==> src/common/mx5k_consts.svh <==
// main bus constants
`ifndef MX5K_CONSTS_SVH
`define MX5K_CONSTS_SVH

// page boundaries, page = A[15:12]
`define MX5K_ROM_PAGE_MIN   4'd5   // rom reads from here up
`define MX5K_FIXED_PAGE_MIN 4'd6   // unbanked rom from here up
`define MX5K_RAM_PAGE       4'd3   // work ram
`define MX5K_GFX_PAGE_END   4'd3   // pages below go to the video chip
`define MX5K_IO_PAGE        4'd4   // cabinet, dips and output latches

// i/o register codes on A[4:2]
`define MX5K_REG_IN         3'd0   // input ports, port on A[1:0]
`define MX5K_REG_DIP        3'd1   // dip a/b, picked by A[0]
`define MX5K_REG_BANK       3'd4   // rom bank, data bits 1:0
`define MX5K_REG_LATCH      3'd5   // sound cpu latch
`define MX5K_REG_IRQ        3'd6   // sound cpu irq strobe

// input port numbers on A[1:0]
`define MX5K_PORT_SYS       2'd0   // start, service, coin
`define MX5K_PORT_P1        2'd1   // player 1 stick
`define MX5K_PORT_P2        2'd2   // player 2 stick
`define MX5K_PORT_EXTRA     2'd3   // buttons 2 and dip c

// value seen when nothing drives the bus
`define MX5K_OPEN_BUS       8'hff

`endif
==> src/common/mx5k_pkg.sv <==
// main bus types
`default_nettype none

package mx5k_pkg;

    // memory view of the cpu address, 4 kB pages
    typedef struct packed {
        logic [ 3:0] page;     // A[15:12]
        logic [11:0] offset;   // A[11:0]
    } addr_mem_t;

    // i/o view, only A[4:0] carry meaning on the i/o page
    typedef struct packed {
        logic [10:0] hi;       // page bits plus don't-care bits
        logic [ 2:0] reg_code; // A[4:2], 5D on the board
        logic [ 1:0] port;     // A[1:0]
    } addr_io_t;

    // one address word, two decodes
    typedef union packed {
        addr_mem_t mem;
        addr_io_t  io;
    } cpu_addr_u;

    // what the cpu puts on the bus each cycle
    typedef struct packed {
        cpu_addr_u   addr;
        logic        vma;      // valid memory address
        logic        rnw;      // low on writes
        logic [ 7:0] dout;     // write data
    } cpu_bus_t;

    // cabinet controls, all active low as wired
    typedef struct packed {
        logic [1:0] start;
        logic [1:0] coin;
        logic [6:0] joy1;     // bit 6 is the second button
        logic [6:0] joy2;
        logic       service;
    } cabinet_t;

    // dip switch banks
    typedef struct packed {
        logic [7:0] dip_a;
        logic [7:0] dip_b;
        logic [3:0] dip_c;    // read through input port 3
    } dip_t;

    // chip selects, one-hot or none
    typedef struct packed {
        logic rom;
        logic ram;
        logic gfx1;
        logic io;
    } mem_sel_t;

endpackage

`default_nettype wire

==> src/logic/mx5k_main_bus.sv <==
// main cpu bus glue top
`timescale 1ns/1ns
`default_nettype none

module mx5k_main_bus (
    input  logic               clk,
    input  logic               rst,
    input  logic               cpu_cen,
    input  mx5k_pkg::cpu_bus_t cpu,
    input  mx5k_pkg::cabinet_t cab,
    input  mx5k_pkg::dip_t     dip,
    // memory and video read data
    input  logic [ 7:0]        rom_data,
    input  logic [ 7:0]        ram_dout,
    input  logic [ 7:0]        gfx1_dout,
    input  logic [ 7:0]        pal_dout,
    input  logic               pal_cs,
    // selects and rom address
    output mx5k_pkg::mem_sel_t sel,
    output logic [15:0]        rom_addr,
    output logic [ 7:0]        cpu_din,
    // sound cpu link
    output logic [ 7:0]        snd_latch,
    output logic               snd_irq
);

    logic [1:0] bank;        // rom bank, io -> decoder
    logic [7:0] port_data;   // registered input read
    logic       in_sel;

    mem_map_decoder u_mem_map_decoder (
        .cpu      (cpu),
        .bank     (bank),
        .sel      (sel),
        .rom_addr (rom_addr)
    );

    io_ports u_io_ports (
        .clk       (clk),
        .rst       (rst),
        .cpu_cen   (cpu_cen),
        .cpu       (cpu),
        .io_sel    (sel.io),
        .cab       (cab),
        .dip       (dip),
        .port_data (port_data),
        .in_sel    (in_sel),
        .bank      (bank),
        .snd_latch (snd_latch),
        .snd_irq   (snd_irq)
    );

    cpu_data_mux u_cpu_data_mux (
        .sel       (sel),
        .in_sel    (in_sel),
        .pal_cs    (pal_cs),
        .rom_data  (rom_data),
        .ram_dout  (ram_dout),
        .pal_dout  (pal_dout),
        .gfx1_dout (gfx1_dout),
        .port_data (port_data),
        .cpu_din   (cpu_din)
    );

endmodule

`default_nettype wire

==> src/logic/cpu_data_mux.sv <==
// cpu read data mux
`timescale 1ns/1ns
`default_nettype none

`include "mx5k_consts.svh"

module cpu_data_mux (
    input  mx5k_pkg::mem_sel_t sel,
    input  logic               in_sel,
    input  logic               pal_cs,     // from the video chip
    input  logic [7:0]         rom_data,
    input  logic [7:0]         ram_dout,
    input  logic [7:0]         pal_dout,
    input  logic [7:0]         gfx1_dout,
    input  logic [7:0]         port_data,
    output logic [7:0]         cpu_din
);

    // fixed priority, rom first
    // kept combinational, cpu samples in the same cycle
    always_comb begin
        if (sel.rom) begin
            cpu_din = rom_data;
        end else if (sel.ram) begin
            cpu_din = ram_dout;
        end else if (pal_cs) begin
            // palette overlays the video window
            cpu_din = pal_dout;
        end else if (in_sel) begin
            cpu_din = port_data;   // registered port value
        end else if (sel.gfx1) begin
            cpu_din = gfx1_dout;
        end else begin
            // dip reads also land here, see below
            cpu_din = `MX5K_OPEN_BUS;
        end
    end

    // note: dip reads are only seen through port_data when in_sel is set,
    // so a dip access on its own shows open bus, as on the board

endmodule

`default_nettype wire

==> src/io_ports/io_ports.sv <==
// i/o page ports and output latches
`timescale 1ns/1ns
`default_nettype none

`include "mx5k_consts.svh"

module io_ports (
    input  logic               clk,
    input  logic               rst,
    input  logic               cpu_cen,
    input  mx5k_pkg::cpu_bus_t cpu,
    input  logic               io_sel,     // i/o page selected
    input  mx5k_pkg::cabinet_t cab,
    input  mx5k_pkg::dip_t     dip,
    output logic [7:0]         port_data,
    output logic               in_sel,     // input port read in progress
    output logic [1:0]         bank,
    output logic [7:0]         snd_latch,
    output logic               snd_irq
);
    import mx5k_pkg::*;

    cpu_addr_u   a;
    logic [2:0]  reg_code;
    logic [1:0]  port;
    logic        dip_sel;
    logic        wr;       // qualified write strobe

    // stick wiring swaps the two direction pairs
    function automatic logic [7:0] joy_bits(input logic [6:0] joy);
        logic [7:0] r;
        r = {2'b11, joy[5:4], joy[2], joy[3], joy[0], joy[1]};
        return r;
    endfunction

    assign a        = cpu.addr;
    assign reg_code = a.io.reg_code;
    assign port     = a.io.port;

    assign in_sel  = io_sel && (reg_code == `MX5K_REG_IN);
    assign dip_sel = io_sel && (reg_code == `MX5K_REG_DIP);
    assign wr      = cpu_cen && io_sel && !cpu.rnw;

    // read path, one clock behind the address
    always_ff @(posedge clk) begin
        port_data <= `MX5K_OPEN_BUS;   // idle value
        if (dip_sel) begin
            port_data <= port[0] ? dip.dip_a : dip.dip_b;
        end
        if (in_sel) begin
            case (port)
                `MX5K_PORT_SYS: begin
                    port_data <= {3'b111, cab.start, cab.service, cab.coin};
                end
                `MX5K_PORT_P1:  port_data <= joy_bits(cab.joy1);
                `MX5K_PORT_P2:  port_data <= joy_bits(cab.joy2);
                default: begin
                    // second buttons share the byte with dip c
                    port_data <= {2'b11, cab.joy2[6], cab.joy1[6], dip.dip_c};
                end
            endcase
        end
    end

    // write side, coin counters and watchdog not fitted
    always_ff @(posedge clk) begin
        if (rst) begin
            bank      <= '0;
            snd_latch <= '0;
            snd_irq   <= 1'b0;
        end else if (cpu_cen) begin
            snd_irq <= 1'b0;   // strobe lasts one cen
            if (wr) begin
                case (reg_code)
                    `MX5K_REG_BANK:  bank      <= cpu.dout[1:0];
                    `MX5K_REG_LATCH: snd_latch <= cpu.dout;
                    `MX5K_REG_IRQ:   snd_irq   <= 1'b1;   // data ignored
                    default: ;
                endcase
            end
        end
    end

endmodule

`default_nettype wire

==> src/logic/mem_map_decoder.sv <==
// main cpu memory map decoder
`timescale 1ns/1ns
`default_nettype none

`include "mx5k_consts.svh"

module mem_map_decoder (
    input  mx5k_pkg::cpu_bus_t cpu,
    input  logic [ 1:0]        bank,     // from the i/o bank register
    output mx5k_pkg::mem_sel_t sel,
    output logic [15:0]        rom_addr
);
    import mx5k_pkg::*;

    cpu_addr_u   a;
    logic [ 3:0] page;
    logic        banked;   // page falls in the switched window

    assign a    = cpu.addr;
    assign page = a.mem.page;

    // page decode, same boundaries as the 051502 on the board
    always_comb begin
        // rom only drives the bus on valid reads
        sel.rom  = (page >= `MX5K_ROM_PAGE_MIN) && cpu.rnw && cpu.vma;
        sel.ram  = (page == `MX5K_RAM_PAGE);
        sel.gfx1 = (page <  `MX5K_GFX_PAGE_END);   // 0..2
        sel.io   = (page == `MX5K_IO_PAGE);
    end

    // 8 kB window below 0x6000 is switched by the bank register
    assign banked = page < `MX5K_FIXED_PAGE_MIN;

    always_comb begin
        if (banked) begin
            // bank replaces A[14:13]
            rom_addr = {a[15], bank, a[12:0]};
        end else begin
            rom_addr = a;   // fixed area, straight through
        end
    end

endmodule

`default_nettype wire

==> config.mk <==
export PLATFORM = sky130hd
export DESIGN_NAME = mx5k_main_bus
export DESIGN_NICKNAME = d
export VERILOG_FILES = /design/src/common/mx5k_pkg.sv /design/src/logic/mx5k_main_bus.sv /design/src/logic/cpu_data_mux.sv /design/src/io_ports/io_ports.sv /design/src/logic/mem_map_decoder.sv
export VERILOG_INCLUDE_DIRS = /design/src /design/src/common
export SDC_FILE = /design/constraint.sdc
export NUM_CORES = 1
export LEC_CHECK = 0
export BUFFER_PORTS_ARGS = -buffer_cell sky130_fd_sc_hd__buf_2
export CELL_PAD_IN_SITES_DETAIL_PLACEMENT = 1
export CELL_PAD_IN_SITES_GLOBAL_PLACEMENT = 1
export CORE_MARGIN = 1.5
export CORE_UTILIZATION = 23
export DETAILED_ROUTE_END_ITERATION = 8
export GPL_TIMING_DRIVEN = 0
export PLACE_DENSITY = 0.88
export SLEW_MARGIN = 20
export SYNTH_ARGS = -nofsm -noshare
export SYNTH_HDL_FRONTEND = slang
export SYNTH_SLANG_ARGS = --single-unit
==> constraint.sdc <==
create_clock -name clk -period 2.16 [get_ports clk]
set_clock_uncertainty 0.15 [all_clocks]
set_input_delay 0.432 -clock clk [delete_from_list [all_inputs] [get_ports clk]]
set_output_delay 0.432 -clock clk [all_outputs]
set_load 0.01 [all_outputs]
# == After elaboration in Yosys (flattened, before gate mapping) ==
# Cells that the tools add are included.
# word_totals
inputBits,101
out_inout_bits,37
register_bits,19
# op_classes
eq_ne,8
mux,12
magnitude_cmp,3
n_reduce_logical,11
# ops
operator,n
$mux W8,8
$pmux W6 S3,1
$mux W15,1
$eq A3 B3 Y1 const B,3
$logic_and A1 B1 Y1,6
$reduce_and A3 Y1,2
$eq A4 B2 Y1 const B,1
$eq A4 B3 Y1 const B,1
$ge A4 B3 Y1 const B,1
$lt A4 B2 Y1 const B,1
$lt A4 B3 Y1 const B,1
$eq A3 B1 Y1 const B,1
$logic_not A3 Y1,1
$eq A2 B1 Y1 const B,1
$eq A2 B2 Y1 const B,1
$logic_not A2 Y1,1
$mux W1,2
$logic_not A1 Y1,1

# == Depth between registers and ports, before layout ==
# depth
word_depth,6
ltp_mapped,6
mapped_depth_nobuf,4

# == Hierarchy ==
# Synthesis repeated with hierarchy kept, for this count alone.
# unflattened
cells_unflattened,178
hier_area_um2,1496.4
# by_module_without_submodules
mod,seq_area_each_um2,cells_per_inst,instances,area_each_um2
io_ports,380.4,94,1,988.4
cpu_data_mux,0.0,56,1,316.6
mem_map_decoder,0.0,28,1,191.4

# == Worst setup path after synthesis ==
# No wires, ideal clock.
# synth_path
path_kind,input to output
start,in cpu[22] (netlist bit)
end,out cpu_din[0]
setup_slack_ps,-183
arrival_ps,1761
required_time_ps,1578
cell_stages,5
path_cell_list,or4b_1 buf_2 clkbuf_1 o311ai_0 a311oi_1
# synth_via
elab_chain_len,6
elab_cells_between_ends,12
cone_classes,2 x order compare; 2 x eq/ne; 5 x mux; 3 x reduce/logical
# synth_rtl
element,line,rtl
start: declaration,mx5k_main_bus.sv:9,"input mx5k_pkg::cpu_bus_t cpu,"
$lt A4 B2 Y1 (no line) or $eq A4 B3 Y1 (tied branches),n/a,
$mux W8 or $logic_and A1 B1 Y1 (tied branches),"cpu_data_mux.sv:31, io_ports.sv:40",
$mux W8,cpu_data_mux.sv:29,end else if (in_sel) begin
$mux W8,cpu_data_mux.sv:26,end else if (pal_cs) begin
$mux W8,cpu_data_mux.sv:24,end else if (sel.ram) begin
$mux W8 (*),cpu_data_mux.sv:22,if (sel.rom) begin
end: declaration,mx5k_main_bus.sv:21,"output logic [ 7:0] cpu_din,"
# Mark *: on every way between the ends. The rest lies on a longest branch, timed or not.

# == Worst setup path after layout ==
# layout_path
start,in cpu[22] (netlist bit)
end,out cpu_din[4]
# Same word-level chain as after synthesis.

==> results.md <==
- Max stage delay cell, worst path: sky130_fd_sc_hd__or4b_4
- Crit path max fanout: 8
- Residual overflow from global routing: 0
- Number of H-tree branching levels: 1
- Final-report setup violation count: 9
- Rel. slew slack: 0.5590
- Final hold violation count: 0
- Placement row count: 30
- Core Footprint: 6719 um^2
- Final critical delay including setup and external delays: 2404 ps
- Total clock buffers created by CTS: 3
- Violated checks: negative setup slack
- Post-CTS clock slew at the launch and capture registers of the worst setup and hold paths: 90 ps
- Vertical die dimension: 86.12 um
- Arrival time of data at the critical path endpoint: 1820 ps
- Buffers & Inverters on Critical Path: 3
- Maximum vdd ir drop: 246.3 uV
- Number of max-slew violations in the final report: 0
- CTS sink cnt: 19
- Power Density: 361.4 nW/um^2
- Highest clock rate: 416.0 MHz
- Global placement routability congestion: 0.7317
- Overall fraction of global-route tracks in use: 0.1495
- Worst setup slack after placement: -495.8 ps
- Family with the most delay on the worst path: simple AND/OR/NAND/NOR gates
- Smallest setup slack after layout: -244.0 ps
- GR Util met3: 0.02214
- Clock latency on the worst-skew pair: 260 ps
- Share of the yosys chip area belonging to registers: 0.2394
- Layout Area Growth over Synthesis: 70.87%
- Setup CP Type: input pin to output port
- Combined area of all synthesized cells: 1589 um^2
- Number of nets in the final layout: 416
- Net Count, Synth: 281
- Drt total wl: 5.678 mm
- Buffer type at the clock tree root: sky130_fd_sc_hd__clkbuf_8
- Total die area: 7417 um^2
- Maximum number of pins on one net before global-route repair: 13
- Post-Syn Instances: 180
- Number of DRC markers after the initial detailed-route iteration: 19
- Min Hold Slack: 234.0 ps
- Result of the run: finished, violations left
- Total number of yosys warnings: 0
- TritonCTS clock tree: yes
- Classification of the worst-slack hold path: input pin to flip-flop
- Met1 usage: 0.1803
- Slew at the pin closest to its max-slew limit: 661.4 ps
- Chip width: 86.12 um
- Mean instance size in the synthesized netlist: 8.828 um^2
- Post-synth cell types: 33
- Number of I/O pins: 138
- Starting density of the core: 0.2365
- CTS Buffer Depth: 2
- Number of global-route vias before repair: 1935
- Grt peak-use layer: met2
- Final ANT Viol Nets: 0
- Average detailed-routed wire length per instance: 14.41 um
- Count of inserted antenna diode cells: 0
- Initial antenna violation count: 0
- Critical-path cell list: buf_8, or4b_4, clkbuf_16, o311ai_4, a311oi_2, buf_2
- Mean number of vias per cell: 4.825
- Leakage: 1.301 nW
- Estimated wirelength of the detail-placed design: 4.823 mm
- Startpoint types: input pin
- Part of the cycle the worst path needs: 1.113
- Largest incremental delay on the critical path: 560 ps
- Required time of the critical path: 1580 ps
- Count of vias placed by the detailed router: 1901
- Global-route wire length before repair: 9.135 mm
- End-of-flow core utilization: 0.4041
- Synthesized flop and latch total: 19
- Fraction of layout cells with a size suffix above 1: 0.5892
- Post-route setup TNS: -1947 ps
- Max capacitance violation total: 0
- RSZ-0062 raised after global routing: yes
- Post-detailed-route DRC marker count: 0
- Global-route track usage on met2: 0.2806
- CP endpoint kind: output port
- Total of buffers placed on input and output ports: 126
- First drt pass iteration count: 4
[layout by cell type, fill, tap and decap left out, types with 6 or more instances in the layout]
cell type,Yosys,final
sky130_fd_sc_hd__nor2_1,9,9
sky130_fd_sc_hd__buf_2,1,123
sky130_fd_sc_hd__mux2i_1,17,17
sky130_fd_sc_hd__o311ai_4,0,8
sky130_fd_sc_hd__nand2_1,12,12
sky130_fd_sc_hd__a2bb2oi_1,6,6
sky130_fd_sc_hd__a211oi_1,9,9
sky130_fd_sc_hd__buf_4,15,20
sky130_fd_sc_hd__nand2b_1,17,17
sky130_fd_sc_hd__a2111o_1,8,8
sky130_fd_sc_hd__dfxtp_1,19,19
sky130_fd_sc_hd__a311oi_2,0,7
[layer usage]
layer  wire length [um]  share of wire  vias up
met4                 22         0.0039        0
met2               2975           0.52       82
met5                  0              0        -
met3                394          0.069        2
met1               2286           0.40      871
li1                   -              -      946
[cell usage after synthesis, drive strengths merged]
| cell | number | area, um^2 |
|---|---|---|
| a32oi | 1 | 8.760 |
| or4bb | 2 | 22.52 |
| o311ai | 8 | 70.07 |
| nand2b | 17 | 106.4 |
| o21ai | 5 | 25.02 |
| clkinv | 1 | 3.750 |
| clkbuf | 10 | 37.54 |
| nor3b | 1 | 7.510 |
| inv | 6 | 22.52 |
| or4b | 1 | 10.01 |
| nor3 | 1 | 5.000 |
| or2 | 1 | 6.260 |
| nor2 | 9 | 33.78 |
| mux2i | 17 | 170.2 |
| a2bb2oi | 6 | 52.55 |
| a311oi | 8 | 70.07 |
| or3 | 1 | 6.260 |
| mux4 | 5 | 112.6 |
| buf | 20 | 132.6 |
| dfxtp | 19 | 380.4 |
| o31ai | 2 | 15.01 |
| a211oi | 9 | 67.56 |
| nor4bb | 1 | 10.01 |
| nand2 | 12 | 45.04 |
| o2111ai | 1 | 8.760 |
| a21oi | 4 | 20.02 |
| a2111o | 8 | 90.09 |
| o211a | 1 | 10.01 |
| nand4b | 2 | 17.52 |
| nor4 | 1 | 21.27 |
[registers in the layout, indices dropped and copies added (netlist names)]
name                  cells
u_io_ports.snd_latch      8
u_io_ports.port_data      8
u_io_ports.snd_irq        1
u_io_ports.bank           2
[worst paths after layout]
path                            slack (ps)  cells after the start                 endpoint               start
worst max-delay path                  -240                      6               cpu_din[4]             cpu[22]
worst min-delay path                   230                      3  u_io_ports.port_data[7]             dip[11]
worst max register to register        1360                      2       u_io_ports.bank[1]  u_io_ports.bank[1]
worst min register to register         330                      2       u_io_ports.bank[0]  u_io_ports.bank[0]
[cells by family after synthesis]
logic type | share of synthesized area
AOI/OAI and AO/OA | 0.2756
and+or+nand+nor | 0.1835
muxes | 0.1780
DFF | 0.2394
buffers and inverters | 0.1236
[repair_timing]
item / 4_1_cts / 5_1_grt
hold buffers: 0 / 0
setup endpoints to repair: 16 / 19
endpoints found under the hold margin: 0 / 0
buffers inserted: 4 / 2
resized for setup: 18 / 5
pin swaps: 6 / 14
[worst min-delay path: cells and delay by family]
| family | cells | cell delay (ps) |
|---|---|---|
| buffers and inverters | 1 | 70 |
| multiplexers | 1 | 60 |
| AND/OR/NAND/NOR | 1 | 60 |
[per-stage QoR]
step,instances,area (um^2),total power (W)
floorplan,180,1814,0.0005650
global placement,386,2545,0.0007097
detailed placement,386,2545,0.0007177
CTS,393,2683,0.0009943
global route,394,2715,0.001039
finish,394,2715,0.0009813
[final cells by class]
| cell class | count | area [um^2] |
|---|---|---|
| timing repair buffer | 132 | 723.2 |
| multi-input combinational | 124 | 1234 |
| inverter | 7 | 32.53 |
| fill | 822 | 4004 |
| buffer | 28 | 196.4 |
| tap | 80 | 100.1 |
| clock inverter | 1 | 7.507 |
| sequential | 19 | 380.4 |
| clock buffer | 3 | 41.29 |
[power by group]
group          switching [W]  internal [W]  total (W)  leakage (nW)
logic               0.000170      0.000202   0.000371          1.13
registers        0.000000909      0.000351   0.000352         0.153
clock network       0.000128      0.000130   0.000258        0.0217
No activity file was read; power rests on OpenSTA's default activity.
